**src/include/fabric_macros.svh**
```systemverilog
`ifndef FABRIC_MACROS_SVH
`define FABRIC_MACROS_SVH

// Logic tiles in the row
`define FAB_TILES 4
// Tile-to-tile routing lanes
`define FAB_LANES 4
// Input pads per tile
`define FAB_PADS 2

// Four 3-bit selects, 16-bit truth table, use-ff bit
`define TILE_CFG_BITS 29
// Mode bits per output pin
`define OUT_CFG_BITS 2
// Pad stage segment length
`define FAB_PAD_CFG_BITS (`FAB_TILES * `OUT_CFG_BITS)
// Whole chain, 124 bits
`define FAB_CFG_TOTAL (`FAB_TILES * `TILE_CFG_BITS + `FAB_PAD_CFG_BITS)
// Loader bit counter width
`define FAB_CNT_W 8

`endif

```
**src/hw/fabric_pkg.sv**
```systemverilog
`default_nettype none

package fabric_pkg;

  // Source of one LUT input
  typedef enum logic [2:0] {
    SRC_WEST0 = 3'd0,
    SRC_WEST1 = 3'd1,
    SRC_WEST2 = 3'd2,
    SRC_WEST3 = 3'd3,
    // Pads local to this tile
    SRC_PAD0  = 3'd4,
    SRC_PAD1  = 3'd5,
    // Own output flip-flop, for feedback
    SRC_FF    = 3'd6,
    SRC_ZERO  = 3'd7
  } lut_src_e;

  // What one output pin shows
  typedef enum logic [1:0] {
    PIN_LUT  = 2'd0,
    PIN_FF   = 2'd1,
    // Lane of the last east bus with the pin's index
    PIN_LANE = 2'd2,
    PIN_OFF  = 2'd3
  } pin_mode_e;

  // Configuration loader state
  typedef enum logic [1:0] {
    LDR_IDLE     = 2'd0,
    LDR_SHIFTING = 2'd1,
    LDR_LOADED   = 2'd2,
    LDR_ERROR    = 2'd3
  } ldr_state_e;

endpackage

`default_nettype wire

```
**src/hw/cfg_link_if.sv**
```systemverilog
`timescale 1ns/1ps
`default_nettype none

interface cfg_link_if;

  // Shift one bit this cycle
  logic shift_en;
  // Copy shift stages into shadow registers
  logic latch;
  // Fabric flip-flops may update
  logic run;
  // Serial configuration bit
  logic sdata;

  // Sender side of a hop
  modport upstream (
    output shift_en,
    output latch,
    output run,
    output sdata
  );

  // Receiver side of a hop
  modport downstream (
    input shift_en,
    input latch,
    input run,
    input sdata
  );

endinterface

`default_nettype wire

```
**src/hw/cfg_loader.sv**
```systemverilog
`timescale 1ns/1ps
`default_nettype none
`include "fabric_macros.svh"

module cfg_loader
  import fabric_pkg::*;
(
  input  logic clk,
  input  logic arst_n,
  input  logic cen,
  input  logic cset,
  input  logic shift_in,
  input  logic en,
  output logic cfg_valid,
  output logic cfg_error,
  cfg_link_if.upstream link
);

  localparam logic [`FAB_CNT_W-1:0] CFG_TOTAL = `FAB_CNT_W'(`FAB_CFG_TOTAL);

  ldr_state_e state_q;
  ldr_state_e state_d;
  logic [`FAB_CNT_W-1:0] bit_cnt;
  logic cnt_ok;

  // Full chain shifted since the last cset
  assign cnt_ok = (state_q == LDR_SHIFTING) && (bit_cnt == CFG_TOTAL);

  // Serial data goes straight into the chain
  assign link.shift_en = cen;
  assign link.sdata    = shift_in;
  // Only a qualified cset reaches the shadow registers
  assign link.latch    = cset & cnt_ok;
  // Logic runs only on a good configuration
  assign link.run      = en & cfg_valid;

  always_comb begin
    state_d = state_q;
    // cset ends a load, good or bad
    if (cset) begin
      state_d = cnt_ok ? LDR_LOADED : LDR_ERROR;
    end else if (cen) begin
      state_d = LDR_SHIFTING;
    end
  end

  always_ff @(posedge clk or negedge arst_n) begin
    if (!arst_n) begin
      state_q   <= LDR_IDLE;
      bit_cnt   <= '0;
      cfg_valid <= 1'b0;
      cfg_error <= 1'b0;
    end else begin
      state_q <= state_d;
      // Count restarts on every cset
      if (cset) begin
        bit_cnt <= '0;
      end else if (cen && (bit_cnt != '1)) begin
        // Saturate so long streams never wrap to a legal count
        bit_cnt <= bit_cnt + 1'b1;
      end
      // Status follows the latch decision
      if (cset) begin
        cfg_valid <= cnt_ok;
        cfg_error <= !cnt_ok;
      end
    end
  end

endmodule

`default_nettype wire

```
**src/hw/fabric_top.sv**
```systemverilog
`timescale 1ns/1ps
`default_nettype none
`include "fabric_macros.svh"

module fabric_top (
  input  logic                             clk,
  input  logic                             arst_n,
  input  logic                             en,
  input  logic                             cen,
  input  logic                             cset,
  input  logic                             shift_in,
  input  logic [`FAB_LANES-1:0]            pad_west,
  input  logic [`FAB_TILES*`FAB_PADS-1:0]  pad_in,
  output logic                             shift_out,
  output logic                             cfg_valid,
  output logic                             cfg_error,
  output logic [`FAB_TILES-1:0]            gpio_out
);

  // One config hop per chain link, loader first
  cfg_link_if hop [`FAB_TILES+1] ();

  // Routing lanes between tiles, entry 0 is the west edge
  logic [`FAB_TILES:0][`FAB_LANES-1:0] lane_bus;
  logic [`FAB_TILES-1:0] lut_vec;
  logic [`FAB_TILES-1:0] ff_vec;

  assign lane_bus[0] = pad_west;

  // Chain head and status
  cfg_loader u_loader (
    .clk       (clk),
    .arst_n    (arst_n),
    .cen       (cen),
    .cset      (cset),
    .shift_in  (shift_in),
    .en        (en),
    .cfg_valid (cfg_valid),
    .cfg_error (cfg_error),
    .link      (hop[0])
  );

  // Row of logic tiles, west to east
  for (genvar t = 0; t < `FAB_TILES; t++) begin : g_tile
    logic_tile u_tile (
      .clk      (clk),
      .arst_n   (arst_n),
      .up       (hop[t]),
      .down     (hop[t+1]),
      .west_bus (lane_bus[t]),
      .pads     (pad_in[t*`FAB_PADS +: `FAB_PADS]),
      .east_bus (lane_bus[t+1]),
      .lut_out  (lut_vec[t]),
      .ff_out   (ff_vec[t])
    );
  end

  // Output pins and chain tail
  pad_out_stage u_pads (
    .clk       (clk),
    .arst_n    (arst_n),
    .up        (hop[`FAB_TILES]),
    .lut_outs  (lut_vec),
    .ff_outs   (ff_vec),
    .last_east (lane_bus[`FAB_TILES]),
    .gpio_out  (gpio_out),
    .shift_out (shift_out)
  );

endmodule

`default_nettype wire

```
**src/hw/logic_tile.sv**
```systemverilog
`timescale 1ns/1ps
`default_nettype none
`include "fabric_macros.svh"

module logic_tile
  import fabric_pkg::*;
(
  input  logic                  clk,
  input  logic                  arst_n,
  cfg_link_if.downstream        up,
  cfg_link_if.upstream          down,
  input  logic [`FAB_LANES-1:0] west_bus,
  input  logic [`FAB_PADS-1:0]  pads,
  output logic [`FAB_LANES-1:0] east_bus,
  output logic                  lut_out,
  output logic                  ff_out
);

  localparam int SEL_W   = 3;
  localparam int LUT_K   = 4;
  localparam int TT_LSB  = LUT_K * SEL_W;
  localparam int TT_W    = 1 << LUT_K;
  localparam int USE_BIT = `TILE_CFG_BITS - 1;

  logic [`TILE_CFG_BITS-1:0] shift_q;
  logic [`TILE_CFG_BITS-1:0] cfg_q;
  lut_src_e sel [LUT_K];
  logic [LUT_K-1:0] lut_in;
  logic [TT_W-1:0] truth;
  logic use_ff;
  logic ff_q;
  logic tile_out;

  // One LUT input from its configured source
  function automatic logic pick_src(
    input lut_src_e             src,
    input logic [`FAB_LANES-1:0] west,
    input logic [`FAB_PADS-1:0]  pad,
    input logic                 ff
  );
    logic bit_v;
    case (src)
      SRC_WEST0: bit_v = west[0];
      SRC_WEST1: bit_v = west[1];
      SRC_WEST2: bit_v = west[2];
      SRC_WEST3: bit_v = west[3];
      SRC_PAD0:  bit_v = pad[0];
      SRC_PAD1:  bit_v = pad[1];
      SRC_FF:    bit_v = ff;
      default:   bit_v = 1'b0;
    endcase
    return bit_v;
  endfunction

  // Config segment, new bit enters at the low end
  always_ff @(posedge clk or negedge arst_n) begin
    if (!arst_n) begin
      shift_q <= '0;
      cfg_q   <= '0;
    end else begin
      if (up.shift_en) begin
        shift_q <= {shift_q[`TILE_CFG_BITS-2:0], up.sdata};
      end
      // Shadow copy taken on the chain-wide latch
      if (up.latch) begin
        cfg_q <= shift_q;
      end
    end
  end

  // Strobes pass through, data leaves from the top stage
  assign down.shift_en = up.shift_en;
  assign down.latch    = up.latch;
  assign down.run      = up.run;
  assign down.sdata    = shift_q[`TILE_CFG_BITS-1];

  // Field decode
  assign truth  = cfg_q[TT_LSB +: TT_W];
  assign use_ff = cfg_q[USE_BIT];

  // Input selectors
  always_comb begin
    for (int i = 0; i < LUT_K; i++) begin
      sel[i]    = lut_src_e'(cfg_q[i*SEL_W +: SEL_W]);
      lut_in[i] = pick_src(sel[i], west_bus, pads, ff_q);
    end
  end

  // Input 3 is the index MSB
  assign lut_out = truth[lut_in];

  // Output flip-flop, advances only while running
  always_ff @(posedge clk or negedge arst_n) begin
    if (!arst_n) begin
      ff_q <= 1'b0;
    end else if (up.run) begin
      ff_q <= lut_out;
    end
  end

  assign ff_out   = ff_q;
  assign tile_out = use_ff ? ff_q : lut_out;

  // Lanes move up one, tile output in lane 0
  assign east_bus = {west_bus[`FAB_LANES-2:0], tile_out};

endmodule

`default_nettype wire

```
**src/hw/pad_out_stage.sv**
```systemverilog
`timescale 1ns/1ps
`default_nettype none
`include "fabric_macros.svh"

module pad_out_stage
  import fabric_pkg::*;
(
  input  logic                  clk,
  input  logic                  arst_n,
  cfg_link_if.downstream        up,
  input  logic [`FAB_TILES-1:0] lut_outs,
  input  logic [`FAB_TILES-1:0] ff_outs,
  input  logic [`FAB_LANES-1:0] last_east,
  output logic [`FAB_TILES-1:0] gpio_out,
  output logic                  shift_out
);

  logic [`FAB_PAD_CFG_BITS-1:0] shift_q;
  logic [`FAB_PAD_CFG_BITS-1:0] cfg_q;
  pin_mode_e mode [`FAB_TILES];
  logic [`FAB_TILES-1:0] gpio_d;

  // Last segment of the chain
  always_ff @(posedge clk or negedge arst_n) begin
    if (!arst_n) begin
      shift_q <= '0;
      cfg_q   <= '0;
    end else begin
      if (up.shift_en) begin
        shift_q <= {shift_q[`FAB_PAD_CFG_BITS-2:0], up.sdata};
      end
      if (up.latch) begin
        cfg_q <= shift_q;
      end
    end
  end

  // Chain drains here
  assign shift_out = shift_q[`FAB_PAD_CFG_BITS-1];

  // Per-pin source mux
  always_comb begin
    for (int i = 0; i < `FAB_TILES; i++) begin
      mode[i] = pin_mode_e'(cfg_q[i*`OUT_CFG_BITS +: `OUT_CFG_BITS]);
      case (mode[i])
        PIN_LUT:  gpio_d[i] = lut_outs[i];
        PIN_FF:   gpio_d[i] = ff_outs[i];
        PIN_LANE: gpio_d[i] = last_east[i];
        default:  gpio_d[i] = 1'b0;
      endcase
    end
  end

  // Registered pins, one cycle behind their source
  always_ff @(posedge clk or negedge arst_n) begin
    if (!arst_n) begin
      gpio_out <= '0;
    end else begin
      gpio_out <= gpio_d;
    end
  end

endmodule

`default_nettype wire

```
**config.mk**
```make
export PLATFORM = sky130hd
export DESIGN_NAME = fabric_top
export DESIGN_NICKNAME = d
export VERILOG_FILES = /design/src/hw/fabric_pkg.sv /design/src/hw/cfg_link_if.sv /design/src/hw/cfg_loader.sv /design/src/hw/fabric_top.sv /design/src/hw/logic_tile.sv /design/src/hw/pad_out_stage.sv
export VERILOG_INCLUDE_DIRS = /design/src /design/src/include
export SDC_FILE = /design/constraint.sdc
export NUM_CORES = 1
export LEC_CHECK = 0
export ABC_AREA = 1
export BUFFER_PORTS_ARGS = -buffer_cell sky130_fd_sc_hd__buf_2
export CAP_MARGIN = 10
export CORE_AREA = 4 4 154 156
export CTS_CLUSTER_SIZE = 20
export DETAILED_ROUTE_END_ITERATION = 8
export DIE_AREA = 0 0 158 160
export PLACE_DENSITY = 0.84
export SLEW_MARGIN = 40
export SYNTH_ARGS = -nofsm -noshare
export SYNTH_HDL_FRONTEND = slang
export SYNTH_SLANG_ARGS = --single-unit
```
**constraint.sdc**
```tcl
create_clock -name clk -period 3.6 [get_ports clk]
set_clock_uncertainty 0.2 [all_clocks]
set_input_delay 0.72 -clock clk [delete_from_list [all_inputs] [get_ports clk]]
set_output_delay 0.72 -clock clk [all_outputs]
set_load 0.05 [all_outputs]
```
==> results of run 1 <==
## cells by family (layout without fill, tap and decap cells)
family	count (synthesis)	count (layout)	share of synthesized area (%)
buffers and inverters	304	362	9.43
adder cells (fa/ha/maj)	2	2	0.206
AND/OR/NAND/NOR	578	581	21.4
AO/OA/AOI/OAI	315	315	13.8
flip-flops	268	268	55.1
## per-layer routing
layer,share of wire (%),GRT usage [%],vias up
met1,44,28.2,4660
li1,-,-,4807
met3,5.0,3.47,82
met4,3.0,6.40,0
met5,0,0,-
met2,48,34.2,261
## critical path: cells and delay by family, from the launching register on
| family | cells | cell delay (ns) |
|---|---|---|
| flip-flops | 1 | 0.45 |
| AND/OR/NAND/NOR | 35 | 3.31 |
| buffers and inverters | 1 | 0.15 |
## flip-flops by register name, indices dropped and copies added (netlist names)
signal,count
g_tile.u_tile.cfg_q,116
g_tile.u_tile.ff_out,4
g_tile.u_tile.shift_q,116
u_loader.bit_cnt,8
u_loader.cfg_error,1
u_loader.cfg_valid,1
u_loader.state_q,2
u_pads.cfg_q,8
u_pads.gpio_out,4
u_pads.shift_q,8
## area by class of cell
type                            instances  share of cell area, %
Inverter                              248                   6.74
Clock inverter                          8                  0.837
Timing Repair Buffer                   69                   4.03
Tap cell                              285                   2.54
Clock buffer                           37                   5.43
Sequential cell                       268                   47.7
Multi-Input combinational cell        898                   32.7
## metrics by stage
stage | setup TNS (ns) | worst slack (ns) | utilization, % | instance area (sq um) | hold WS [ns]
3_3_place_gp | -3.36 | -0.737 | 57.3 | 12800 | 0.259
5_1_grt | -3.71 | -0.849 | 62.9 | 14100 | 0.239
2_1_floorplan | -1.08 | -0.366 | - | 12200 | 0.224
3_5_place_dp | -4.74 | -0.986 | 57.3 | 12800 | 0.265
4_1_cts | -1.75 | -0.426 | 62.1 | 13900 | 0.241
6_report | -2.36 | -0.577 | 62.9 | 14100 | 0.251
## power by group through the flow
stage	clock network, mW	registers, mW	logic, mW
2_1_floorplan	0	3.44	0.520
3_3_place_gp	0	3.42	0.811
3_5_place_dp	0	3.42	0.846
4_1_cts	2.85	3.38	0.902
5_1_grt	2.97	3.40	1.09
6_report	2.81	3.38	0.958
## placed cells by master, fill, tap and decap left out, types with 7 or more instances in the layout
cell type,n
a21oi_1,17
buf_2,22
buf_4,36
clkbuf_16,27
dfrtp_1,267
inv_1,234
inv_2,8
nand2_1,347
nand2_2,26
nand2_4,7
nand3_1,82
nand3_2,35
nand3_4,9
nand3b_1,11
nor2_1,28
nor3_1,15
nor4_1,10
o21ai_0,262
## timing repair
action                                  CTS  global route
hold buffers                              1             0
buffers inserted                          6             1
endpoints found under the hold margin    15             0
pin swaps                                23            18
resized for setup                        30            33
endpoints found under the setup margin    5             6
cloned                                    3             0
## worst max path at each step
| stage | startpoint | end | cells past startpoint | slack (ns) |
|---|---|---|---|---|
| floorplan | pad_west[0] | g_tile[3].u_tile.ff_out | 37 | -0.37 |
| global placement | pad_west[3] | g_tile[3].u_tile.ff_out | 37 | -0.74 |
| detailed placement | pad_west[3] | g_tile[3].u_tile.ff_out | 33 | -0.99 |
| CTS | g_tile[0].u_tile.cfg_q[0] | g_tile[3].u_tile.ff_out | 34 | -0.43 |
| global route | g_tile[0].u_tile.cfg_q[0] | g_tile[3].u_tile.ff_out | 36 | -0.85 |
| finish | g_tile[0].u_tile.cfg_q[0] | u_pads.gpio_out[3] | 36 | -0.58 |
==> summary.md, run 1 <==
| Metric | Value |
|---|---|
| Area delta synth->final | `15.5%` |
| Number of flops mapped to enable cells by yosys | `0` |
| Cell count after synthesis | `1467` |
| Count leader, synth | `nand2_1` |
| Cell taking the most area after synthesis | `dfrtp_1` |
| Worst slew margin | `56.9%` |
| Clock transition at path regs | `0.06 ns` |
| Crit-path max FO | `8` |
| Core ar. | `22400 sq um` |
| Diodes inserted | `0` |
| Final cell count without fillers | `1813` |
| Syn Area/Cell | `8.30 sq um` |
| Final hold viol count | `0` |
| DR pass1 iterations | `5` |
| Via-to-Cell Ratio | `5.41` |
| Initial core utilization | `54.4%` |
| Synth async-reset ratio | `100%` |
| Final worst-path cycle share | `116%` |
| Critical path class | `reg -> reg` |
| Final setup violation count | `5` |
| P_int | `5.26 mW` |
| R2r setup slk | `-0.58 ns` |
| Synth area leaders | `dfrtp_1 55%, nand2_1 11%, o21ai_0 11%` |
| Flop pwr share | `47.3%` |
| Most frequent cells after synthesis | `367 x nand2_1, 268 x dfrtp_1, 262 x o21ai_0` |
| Synth Flop Type | `dfrtp_1` |
| Req. time, crit path | `3.86 ns` |
| Max Fclk | `0.239 GHz` |
| CTS tree | `yes` |
| Min-Delay Endpoint | `g_tile[0].u_tile.shift_q[0]` |
| Worst flop-to-flop path startpoint | `g_tile[0].u_tile.cfg_q[0]` |
| Pwr Total | `7.14 mW` |
| Failing checks | `negative setup slack` |
| Iter 0 DRT Violations | `780` |
| PD cells | `508 nW/um^2` |
| Startpoint types | `flip-flop` |
| Worst EP arrival | `4.43 ns` |
| Tmin final | `4.18 ns` |
| Die height | `160 um` |
| Worst-Skew Late Latency | `0.52 ns` |
| Clock buffer depth | `3` |
| Area of the multi-input gates | `4600 sq um` |
| Total number of vias | `9810` |
| Register-to-Register Path Depth | `36` |
| First-pass GRT wire length | `44.6 mm` |
| Grt ovf | `0` |
| HP Start | `shift_in` |
| H-tree Lvls | `1` |
| Fillers | `1727` |
| Net Sw Power | `1.88 mW` |
| Sequential cell area | `6710 sq um` |
| RD Place Congestion | `0.901` |
| Clock share of power | `39.3%` |
| Largest net degree at the start of global routing | `251` |
| Netlist Area Pre-Place | `12200 sq um` |
| Layout cells sized above 1 | `13.4%` |
| Routed Antenna Nets | `0` |
| Netlist cell types | `45` |
| CTS Sinks | `268` |
| Tightest Pin Transition | `0.646 ns` |
| Worst Hold Class | `in -> reg` |
| Critical Path End Type | `flip-flop` |
| Max-Cap Viols | `0` |
| Die X | `158 um` |
| Initial antenna violation count | `0` |
| Hold Path Stages | `3` |
| Wire per inst | `14.3 um` |
| Port bufs | `24` |
| Synth warn | `0` |
| Sw frac | `26.4%` |
| Leakage | `6.44 nW` |
| # DRC | `0` |
| Largest stage delay on the critical path | `0.45 ns` |
| Routed wire length | `25.8 mm` |
| Fin nets | `1532` |
| R2r endpoint | `u_pads.gpio_out[3]` |
| CTS buffer count | `27` |
| Die area | `25300 sq um` |
| Combinational share of power | `13.4%` |
| Number of global-route vias before repair | `9753` |
| Status | `finished, violations left` |
| Post-DP HPWL | `16.5 mm` |
| Ports | `25` |
| RSZ-0062 raised after global routing | `true` |
| VDD IR max | `0.000351 V` |
| Synthesized Nets | `1487` |
| #FFs+latches synth | `268` |
| Site Rows | `55` |
| GRT Util Overall | `20.7%` |
| Slowest stage cell, crit path | `dfrtp_2` |
| Post-Place Cells | `1756` |
| Share of the synthesized area in the top cell type | `55.1%` |
| Seq/Total Area, Yosys | `55.1%` |
| Clock Tree Root | `clkbuf_16` |
| Setup ws final | `-0.577 ns` |
| Max Slew Vio Count | `0` |
(Power assumes the default switching activity.)
==> inputs of run 2 (changes only) <==
--- a/config.mk
+++ b/config.mk
@@ -9,11 +9,11 @@
 export ABC_AREA = 1
 export BUFFER_PORTS_ARGS = -buffer_cell sky130_fd_sc_hd__buf_2
 export CAP_MARGIN = 10
-export CORE_AREA = 4 4 154 156
+export CORE_AREA = 3 3 153 155
 export CTS_CLUSTER_SIZE = 20
 export DETAILED_ROUTE_END_ITERATION = 8
-export DIE_AREA = 0 0 158 160
-export PLACE_DENSITY = 0.84
+export DIE_AREA = 0 0 156 158
+export PLACE_DENSITY = 0.82
 export SLEW_MARGIN = 40
 export SYNTH_ARGS = -nofsm -noshare
 export SYNTH_HDL_FRONTEND = slang
==> constraint.sdc (replaced) <==
create_clock -name clk -period 4.7 [get_ports clk]
set_clock_uncertainty 0.2 [all_clocks]
set_input_delay 0.94 -clock clk [delete_from_list [all_inputs] [get_ports clk]]
set_output_delay 0.94 -clock clk [all_outputs]
set_load 0.05 [all_outputs]
==> run 2 against run 1 <==
  * The flow now finishes without violations
  * Clock power decreased by 25%
  * Die area shrank 2.5%
  * Sequential share of layout area is 1.4 points higher
  * Global-route usage increased by 0.12 points
  * Core utilization fell by 0.72 points
  * Cell count is 1.2% lower
==> summary.md, run 2 (synthesis results as in run 1) <==
| Metric | Value |
|---|---|
| Routed wire length | `25.3 mm (was 25.8 mm)` |
| Hold Slack | `0.192 ns (was 0.251 ns)` |
| Leakage | `6.27 nW (was 6.44 nW)` |
| Worst EP arrival | `4.62 ns (was 4.43 ns)` |
| Setup ws final | `0.301 ns (was -0.577 ns)` |
| GRT Util Overall | `20.8% (was 20.7%)` |
| RD Place Congestion | `0.880 (was 0.901)` |
| Wire per inst | `14.1 um (was 14.3 um)` |
| Total number of vias | `9627 (was 9810)` |
| CTS Sinks | `268 (unchanged)` |
| CTS buffer count | `28 (was 27)` |
| Net Sw Power | `1.41 mW (was 1.88 mW)` |
| Worst slew margin | `49.7% (was 56.9%)` |
| Routed Antenna Nets | `0 (unchanged)` |
| Largest net degree at the start of global routing | `252 (was 251)` |
| Req. time, crit path | `4.92 ns (was 3.86 ns)` |
| Number of global-route vias before repair | `9212 (was 9753)` |
| Most frequent cells in the layout | `367 x nand2_1, 268 x dfrtp_1, 262 x o21ai_0, 236 x inv_1, 107 x nand3_1 (was 347 x nand2_1, 267 x dfrtp_1, 262 x o21ai_0, 234 x inv_1, 82 x nand3_1)` |
| Initial antenna violation count | `1 (was 0)` |
| Core ar. | `22000 sq um (was 22400 sq um)` |
| Fillers | `1810 (was 1727)` |
| # DRC | `0 (unchanged)` |
| Worst Hold Class | `in -> async (was in -> reg)` |
| Slowest stage cell, crit path | `buf_4 (was dfrtp_2)` |
| Max Slew Vio Count | `0 (unchanged)` |
| P_int | `3.92 mW (was 5.26 mW)` |
| Status | `completed (was finished, violations left)` |
| Biggest regs | `g_tile.u_tile.cfg_q (116), g_tile.u_tile.shift_q (116) (unchanged)` |
| Critical path class | `in -> reg (was reg -> reg)` |
| M3 GR Usage | `3.36% (was 3.47%)` |
| Max Fclk | `0.227 GHz` |
| Largest stage delay on the critical path | `0.17 ns (was 0.45 ns)` |
| VDD IR max | `0.000338 V (was 0.000351 V)` |
| Iter 0 DRT Violations | `737 (was 780)` |
| Register-to-Register Path Depth | `33 (was 36)` |
| Clock Tree Root | `clkbuf_16 (unchanged)` |
| Die height | `158 um (was 160 um)` |
| CTS tree | `yes (unchanged)` |
| GRT busiest layer | `met2 (unchanged)` |
| Die area | `24600 sq um (was 25300 sq um)` |
| Tmin final | `4.40 ns` |
| Post-DP HPWL | `16.3 mm (was 16.5 mm)` |
| Cell mode on critical path | `nand3_1` |
| Critical Path End Type | `flip-flop (unchanged)` |
| Tightest Pin Transition | `0.755 ns (was 0.646 ns)` |
| Layout cells sized above 1 | `8.99% (was 13.4%)` |
| Grt ovf | `0 (unchanged)` |
| Global Route met2 Usage | `34.7% (was 34.2%)` |
| First-pass GRT wire length | `43.1 mm (was 44.6 mm)` |
| Clock share of power | `39.5% (was 39.3%)` |
| Final hold viol count | `0 (unchanged)` |
| Post-Place Cells | `1733 (was 1756)` |
| Initial core utilization | `55.4% (was 54.4%)` |
| Post-Place Worst Slack | `-0.126 ns (was -0.986 ns)` |
| Diodes inserted | `0 (unchanged)` |
| Worst-Skew Late Latency | `0.54 ns (was 0.52 ns)` |
| Crit. Startpoint | `pad_west[2] (was g_tile[0].u_tile.cfg_q[0])` |
| Flop pwr share | `48.6% (was 47.3%)` |
| Final worst-path cycle share | `93.6%` |
| Startpoint types | `input port (was flip-flop)` |
| Die X | `156 um (was 158 um)` |
| PD cells | `391 nW/um^2 (was 508 nW/um^2)` |
| Pwr Total | `5.33 mW (was 7.14 mW)` |
| Combinational share of power | `11.9% (was 13.4%)` |
| Via-to-Cell Ratio | `5.37 (was 5.41)` |
| Ports | `25 (unchanged)` |
| Most common cell after layout, fill and taps aside | `nand2_1 (unchanged)` |
| Port bufs | `24 (unchanged)` |
| Met1 Track Usage GR | `29.0% (was 28.2%)` |
| Sw frac | `26.5% (was 26.4%)` |
| DR pass1 iterations | `5 (unchanged)` |
| Area delta synth->final | `12.1% (was 15.5%)` |
| H-tree Lvls | `1 (unchanged)` |
| Clock transition at path regs | `0.06 ns (about the same)` |
| Site Rows | `54 (was 55)` |
| Final cell count without fillers | `1792 (was 1813)` |
| Max-Cap Viols | `0 (unchanged)` |
| Fin nets | `1511 (was 1532)` |
| Crit-path max FO | `8 (unchanged)` |
| Final setup violation count | `0 (was 5)` |
| Clock buffer depth | `3 (unchanged)` |
| Worst flop-to-flop path startpoint | `g_tile[0].u_tile.cfg_q[0] (unchanged)` |
## run 2: worst paths after layout
check | endpoint | slack [ns]
worst min-delay path | g_tile[1].u_tile.shift_q[13] | 0.19
min in group clk | g_tile[1].u_tile.shift_q[25] | 0.28
worst min register to register | g_tile[1].u_tile.shift_q[25] | 0.28
worst max-delay path | g_tile[3].u_tile.ff_out | 0.30
max in group asynchronous | g_tile[0].u_tile.cfg_q[5] | 3.41
worst max register to register | g_tile[3].u_tile.ff_out | 0.34
## run 2: repair_timing
action                     4_1_cts  5_1_grt
resized for setup                0        5
setup buffers                    0        6
hold buffers                     0        0
setup endpoints to repair        0        3
## run 2: final cells by class
type	instances	area [sq um]	share of cell area [%]
Sequential cell	268	6710	49.2
Inverter	248	933	6.84
Timing Repair Buffer	49	424	3.11
Clock inverter	8	40.0	0.293
Clock buffer	43	838	6.14
Multi-Input combinational cell	896	4350	31.9
Tap cell	280	350	2.57
## run 2: metrics by stage
stage                     TNS, ns  instance area [sq um]  util [%]
after floorplan                 0                  12200         -
after global placement          0                  12600      57.3
after detailed placement   -0.350                  12600      57.6
after CTS                       0                  13500      61.6
after global routing       -0.258                  13600      62.1
final                           0                  13600      62.1
## run 2: layer usage
| metal | up-vias | part of all wire (%) | wire (um) |
|---|---|---|---|
| met3 | 40 | 4.9 | 1230 |
| met1 | 4607 | 46 | 11500 |
| met2 | 219 | 48 | 12000 |
| met5 | - | 0.036 | 9 |
| li1 | 4759 | - | - |
| met4 | 2 | 1.9 | 491 |
## run 2: power by group through the flow
| stage | combinational [mW] | clock (mW) | sequential (mW) |
|---|---|---|---|
| floorplan | 0.392 | 0 | 2.64 |
| global placement | 0.589 | 0 | 2.62 |
| detailed placement | 0.620 | 0 | 2.63 |
| CTS | 0.627 | 2.15 | 2.59 |
| global route | 0.730 | 2.25 | 2.61 |
| finish | 0.636 | 2.10 | 2.59 |
## run 2: worst max-delay path, delay by kind of cell
kind                   cells  cell delay [ns]
buffers and inverters      5             0.68
AO/OA/AOI/OAI              1             0.06
AND/OR/NAND/NOR           28             2.93
==> inputs of run 3 (changes only) <==
==> constraint.sdc (replaced) <==
create_clock -name clk -period 4.1 [get_ports clk]
set_clock_uncertainty 0.2 [all_clocks]
set_input_delay 0.82 -clock clk [delete_from_list [all_inputs] [get_ports clk]]
set_output_delay 0.82 -clock clk [all_outputs]
set_load 0.05 [all_outputs]
==> run 3 against run 2 <==
  * Critical path type is now reg -> reg
  * Critical path depth is the same
  * Largest cell class unchanged
  * Register-to-register slack lost 0.49 ns
  * Combinational power grew 34%
  * Sequential power grew 15%
  * Core utilization grew 2.3 points
  * Clock-buffer cell count shrank 3
  * Global-route usage grew 1.2 points
  * Cell count grew 1.3%
  * Worst hold slack lost 0.13 ns
  * Highest routed layer unchanged
  * The run now ends with negative setup slack left
  * Power grew 23%
  * Die area is the same
==> summary.md, run 3 (synthesis results as in run 1) <==
| Metric | Value |
|---|---|
| Slowest stage cell, crit path | `dfrtp_1 (was buf_4)` |
| CTS Sinks | `268 (unchanged)` |
| Largest stage delay on the critical path | `0.42 ns (was 0.17 ns)` |
| H-tree Lvls | `1 (unchanged)` |
| VDD IR max | `0.000399 V (was 0.000338 V)` |
| Tightest Pin Transition | `0.727 ns (was 0.755 ns)` |
| Worst slew margin | `51.6% (was 49.7%)` |
| Flop pwr share | `45.3% (was 48.6%)` |
| Failing checks | `negative setup slack` |
| # DRC | `0 (unchanged)` |
| Die X | `156 um (unchanged)` |
| Req. time, crit path | `4.32 ns (was 4.92 ns)` |
| Pwr Total | `6.55 mW (was 5.33 mW)` |
| Largest net degree at the start of global routing | `251 (was 252)` |
| Wire per inst | `14.7 um (was 14.1 um)` |
| Crit-path max FO | `8 (unchanged)` |
| Initial antenna violation count | `1 (unchanged)` |
| CTS tree | `yes (unchanged)` |
| Status | `finished, violations left (was completed)` |
| R2r setup slk | `-0.15 ns (was 0.34 ns)` |
| Worst flop-to-flop path startpoint | `g_tile[0].u_tile.cfg_q[0] (unchanged)` |
| Via-to-Cell Ratio | `5.47 (was 5.37)` |
| Ports | `25 (unchanged)` |
| Most common cell after layout, fill and taps aside | `nand2_1 (unchanged)` |
| Final setup violation count | `3 (was 0)` |
| RD Place Congestion | `0.873 (was 0.880)` |
| R2r endpoint | `u_pads.gpio_out[3] (was g_tile[3].u_tile.ff_out)` |
| Critical path class | `reg -> reg (was in -> reg)` |
| Net Sw Power | `1.71 mW (was 1.41 mW)` |
| Max-Cap Viols | `0 (unchanged)` |
| Biggest regs | `g_tile.u_tile.cfg_q (116), g_tile.u_tile.shift_q (116) (unchanged)` |
| Fin nets | `1533 (was 1511)` |
| Critical Path End Type | `flip-flop (unchanged)` |
| Worst Hold Class | `in -> async (unchanged)` |
| Worst-Skew Late Latency | `0.55 ns (was 0.54 ns)` |
| Most frequent cells in the layout | `351 x nand2_1, 266 x dfrtp_1, 262 x o21ai_0, 233 x inv_1, 81 x nand3_1 (was 367 x nand2_1, 268 x dfrtp_1, 262 x o21ai_0, 236 x inv_1, 107 x nand3_1)` |
| Final core utilization | `64.5% (was 62.1%)` |
| Fillers | `1719 (was 1810)` |
| Routed wire length | `26.7 mm (was 25.3 mm)` |
| Clock Tree Root | `clkbuf_16 (unchanged)` |
| Startpoint types | `flip-flop (was input port)` |
| Sw frac | `26.1% (was 26.5%)` |
| Routed Antenna Nets | `0 (unchanged)` |
| Number of global-route vias before repair | `9611 (was 9212)` |
| CP bufs+invs | `4 (was 5)` |
| Worst path top cell family by delay | `simple AND/OR/NAND/NOR gates (unchanged)` |
| Setup ws final | `-0.146 ns (was 0.301 ns)` |
| Iter 0 DRT Violations | `979 (was 737)` |
| Final cell count without fillers | `1815 (was 1792)` |
| RSZ-0062 raised after global routing | `true` |
| First-pass GRT wire length | `45.4 mm (was 43.1 mm)` |
| Port bufs | `24 (unchanged)` |
| Area delta synth->final | `16.3% (was 12.1%)` |
| Diodes inserted | `0 (unchanged)` |
| Die height | `158 um (unchanged)` |
| Worst EP arrival | `4.47 ns (was 4.62 ns)` |
| Max Slew Vio Count | `0 (unchanged)` |
| PD cells | `463 nW/um^2 (was 391 nW/um^2)` |
| GRT Util Overall | `22.0% (was 20.8%)` |
| Clock transition at path regs | `0.06 ns (about the same)` |
| Final hold viol count | `0 (unchanged)` |
| Initial core utilization | `55.4% (unchanged)` |
| Combinational share of power | `13.0% (was 11.9%)` |
| Core ar. | `22000 sq um (unchanged)` |
| Register-to-Register Path Depth | `34 (was 33)` |
| Clock share of power | `41.7% (was 39.5%)` |
| Die area | `24600 sq um (unchanged)` |
| Cell mode on critical path | `nand3_4 (was nand3_1)` |
| Post-DP HPWL | `16.4 mm (was 16.3 mm)` |
| Grt ovf | `0 (unchanged)` |
| Leakage | `6.49 nW (was 6.27 nW)` |
| P_int | `4.84 mW (was 3.92 mW)` |
| CTS buffer count | `28 (unchanged)` |
| Final worst-path cycle share | `104%` |
| Max Fclk | `0.236 GHz` |
| Site Rows | `54 (unchanged)` |
| Clock buffer depth | `3 (unchanged)` |
| Total number of vias | `9924 (was 9627)` |
| Post-Place Cells | `1748 (was 1733)` |
| DR pass1 iterations | `6 (was 5)` |
| Layout cells sized above 1 | `13.7% (was 8.99%)` |
| Tmin final | `4.25 ns` |
## run 3: changes by cell type in the layout (fill, tap and decap cells not counted), sizes merged
cell	previous run	this run
clkinv	10	9
buf	48	68
nand3	124	127
bufinv	0	5
clkbuf	44	40
## run 3: per-layer routing
metal | vias up | wire, um | global-route usage, %
met4 | 2 | 774 | 5.80
met2 | 276 | 12800 | 36.7
met5 | - | 16 | 0
met1 | 4774 | 11700 | 30.7
met3 | 70 | 1370 | 3.03
li1 | 4802 | - | -
## run 3: per-stage QoR
step / cell area, sq um / worst slack (ns) / setup TNS, ns / hold WS (ns)
finish: 14200 / -0.146 / -0.408 / 0.0588
global route: 14200 / -0.417 / -1.36 / 0.101
CTS: 13900 / -0.0224 / -0.0311 / 0.0675
detailed placement: 12700 / -0.517 / -2.01 / 0.268
global placement: 12700 / -0.356 / -1.25 / 0.259
floorplan: 12200 / 0.00660 / 0 / 0.244
## run 3: worst max path at each step
stage / start / end / cells after the start
after floorplan: pad_west[0] / g_tile[3].u_tile.ff_out / 37
after global placement: pad_west[3] / g_tile[3].u_tile.ff_out / 37
after detailed placement: pad_west[2] / g_tile[3].u_tile.ff_out / 35
after CTS: g_tile[0].u_tile.cfg_q[0] / u_pads.gpio_out[3] / 35
after global routing: g_tile[0].u_tile.cfg_q[0] / g_tile[3].u_tile.ff_out / 35
final: g_tile[0].u_tile.cfg_q[0] / u_pads.gpio_out[3] / 34
## run 3: power groups by stage
| stage | sequential, mW | combinational, mW | clock (mW) |
|---|---|---|---|
| CTS | 2.97 | 0.766 | 2.78 |
| finish | 2.97 | 0.851 | 2.73 |
| global route | 2.99 | 0.973 | 2.88 |
| detailed placement | 3.01 | 0.721 | 0 |
| floorplan | 3.02 | 0.449 | 0 |
| global placement | 3.00 | 0.695 | 0 |
## run 3: layout make-up
type,count,area [sq um],area share (%)
Timing Repair Buffer,68,523,3.69
Sequential cell,268,6710,47.4
Tap cell,280,350,2.48
Clock buffer,40,817,5.77
Clock inverter,12,185,1.31
Multi-Input combinational cell,899,4640,32.8
Inverter,248,933,6.59
## run 3: repair_timing
action                                  CTS  global route
endpoints found under the setup margin    3             5
pin swaps                                22            24
resized for setup                        23            44
setup buffers                             6             4
endpoints found under the hold margin     0             0
hold buffers                              0             0
gates cloned                              4             0
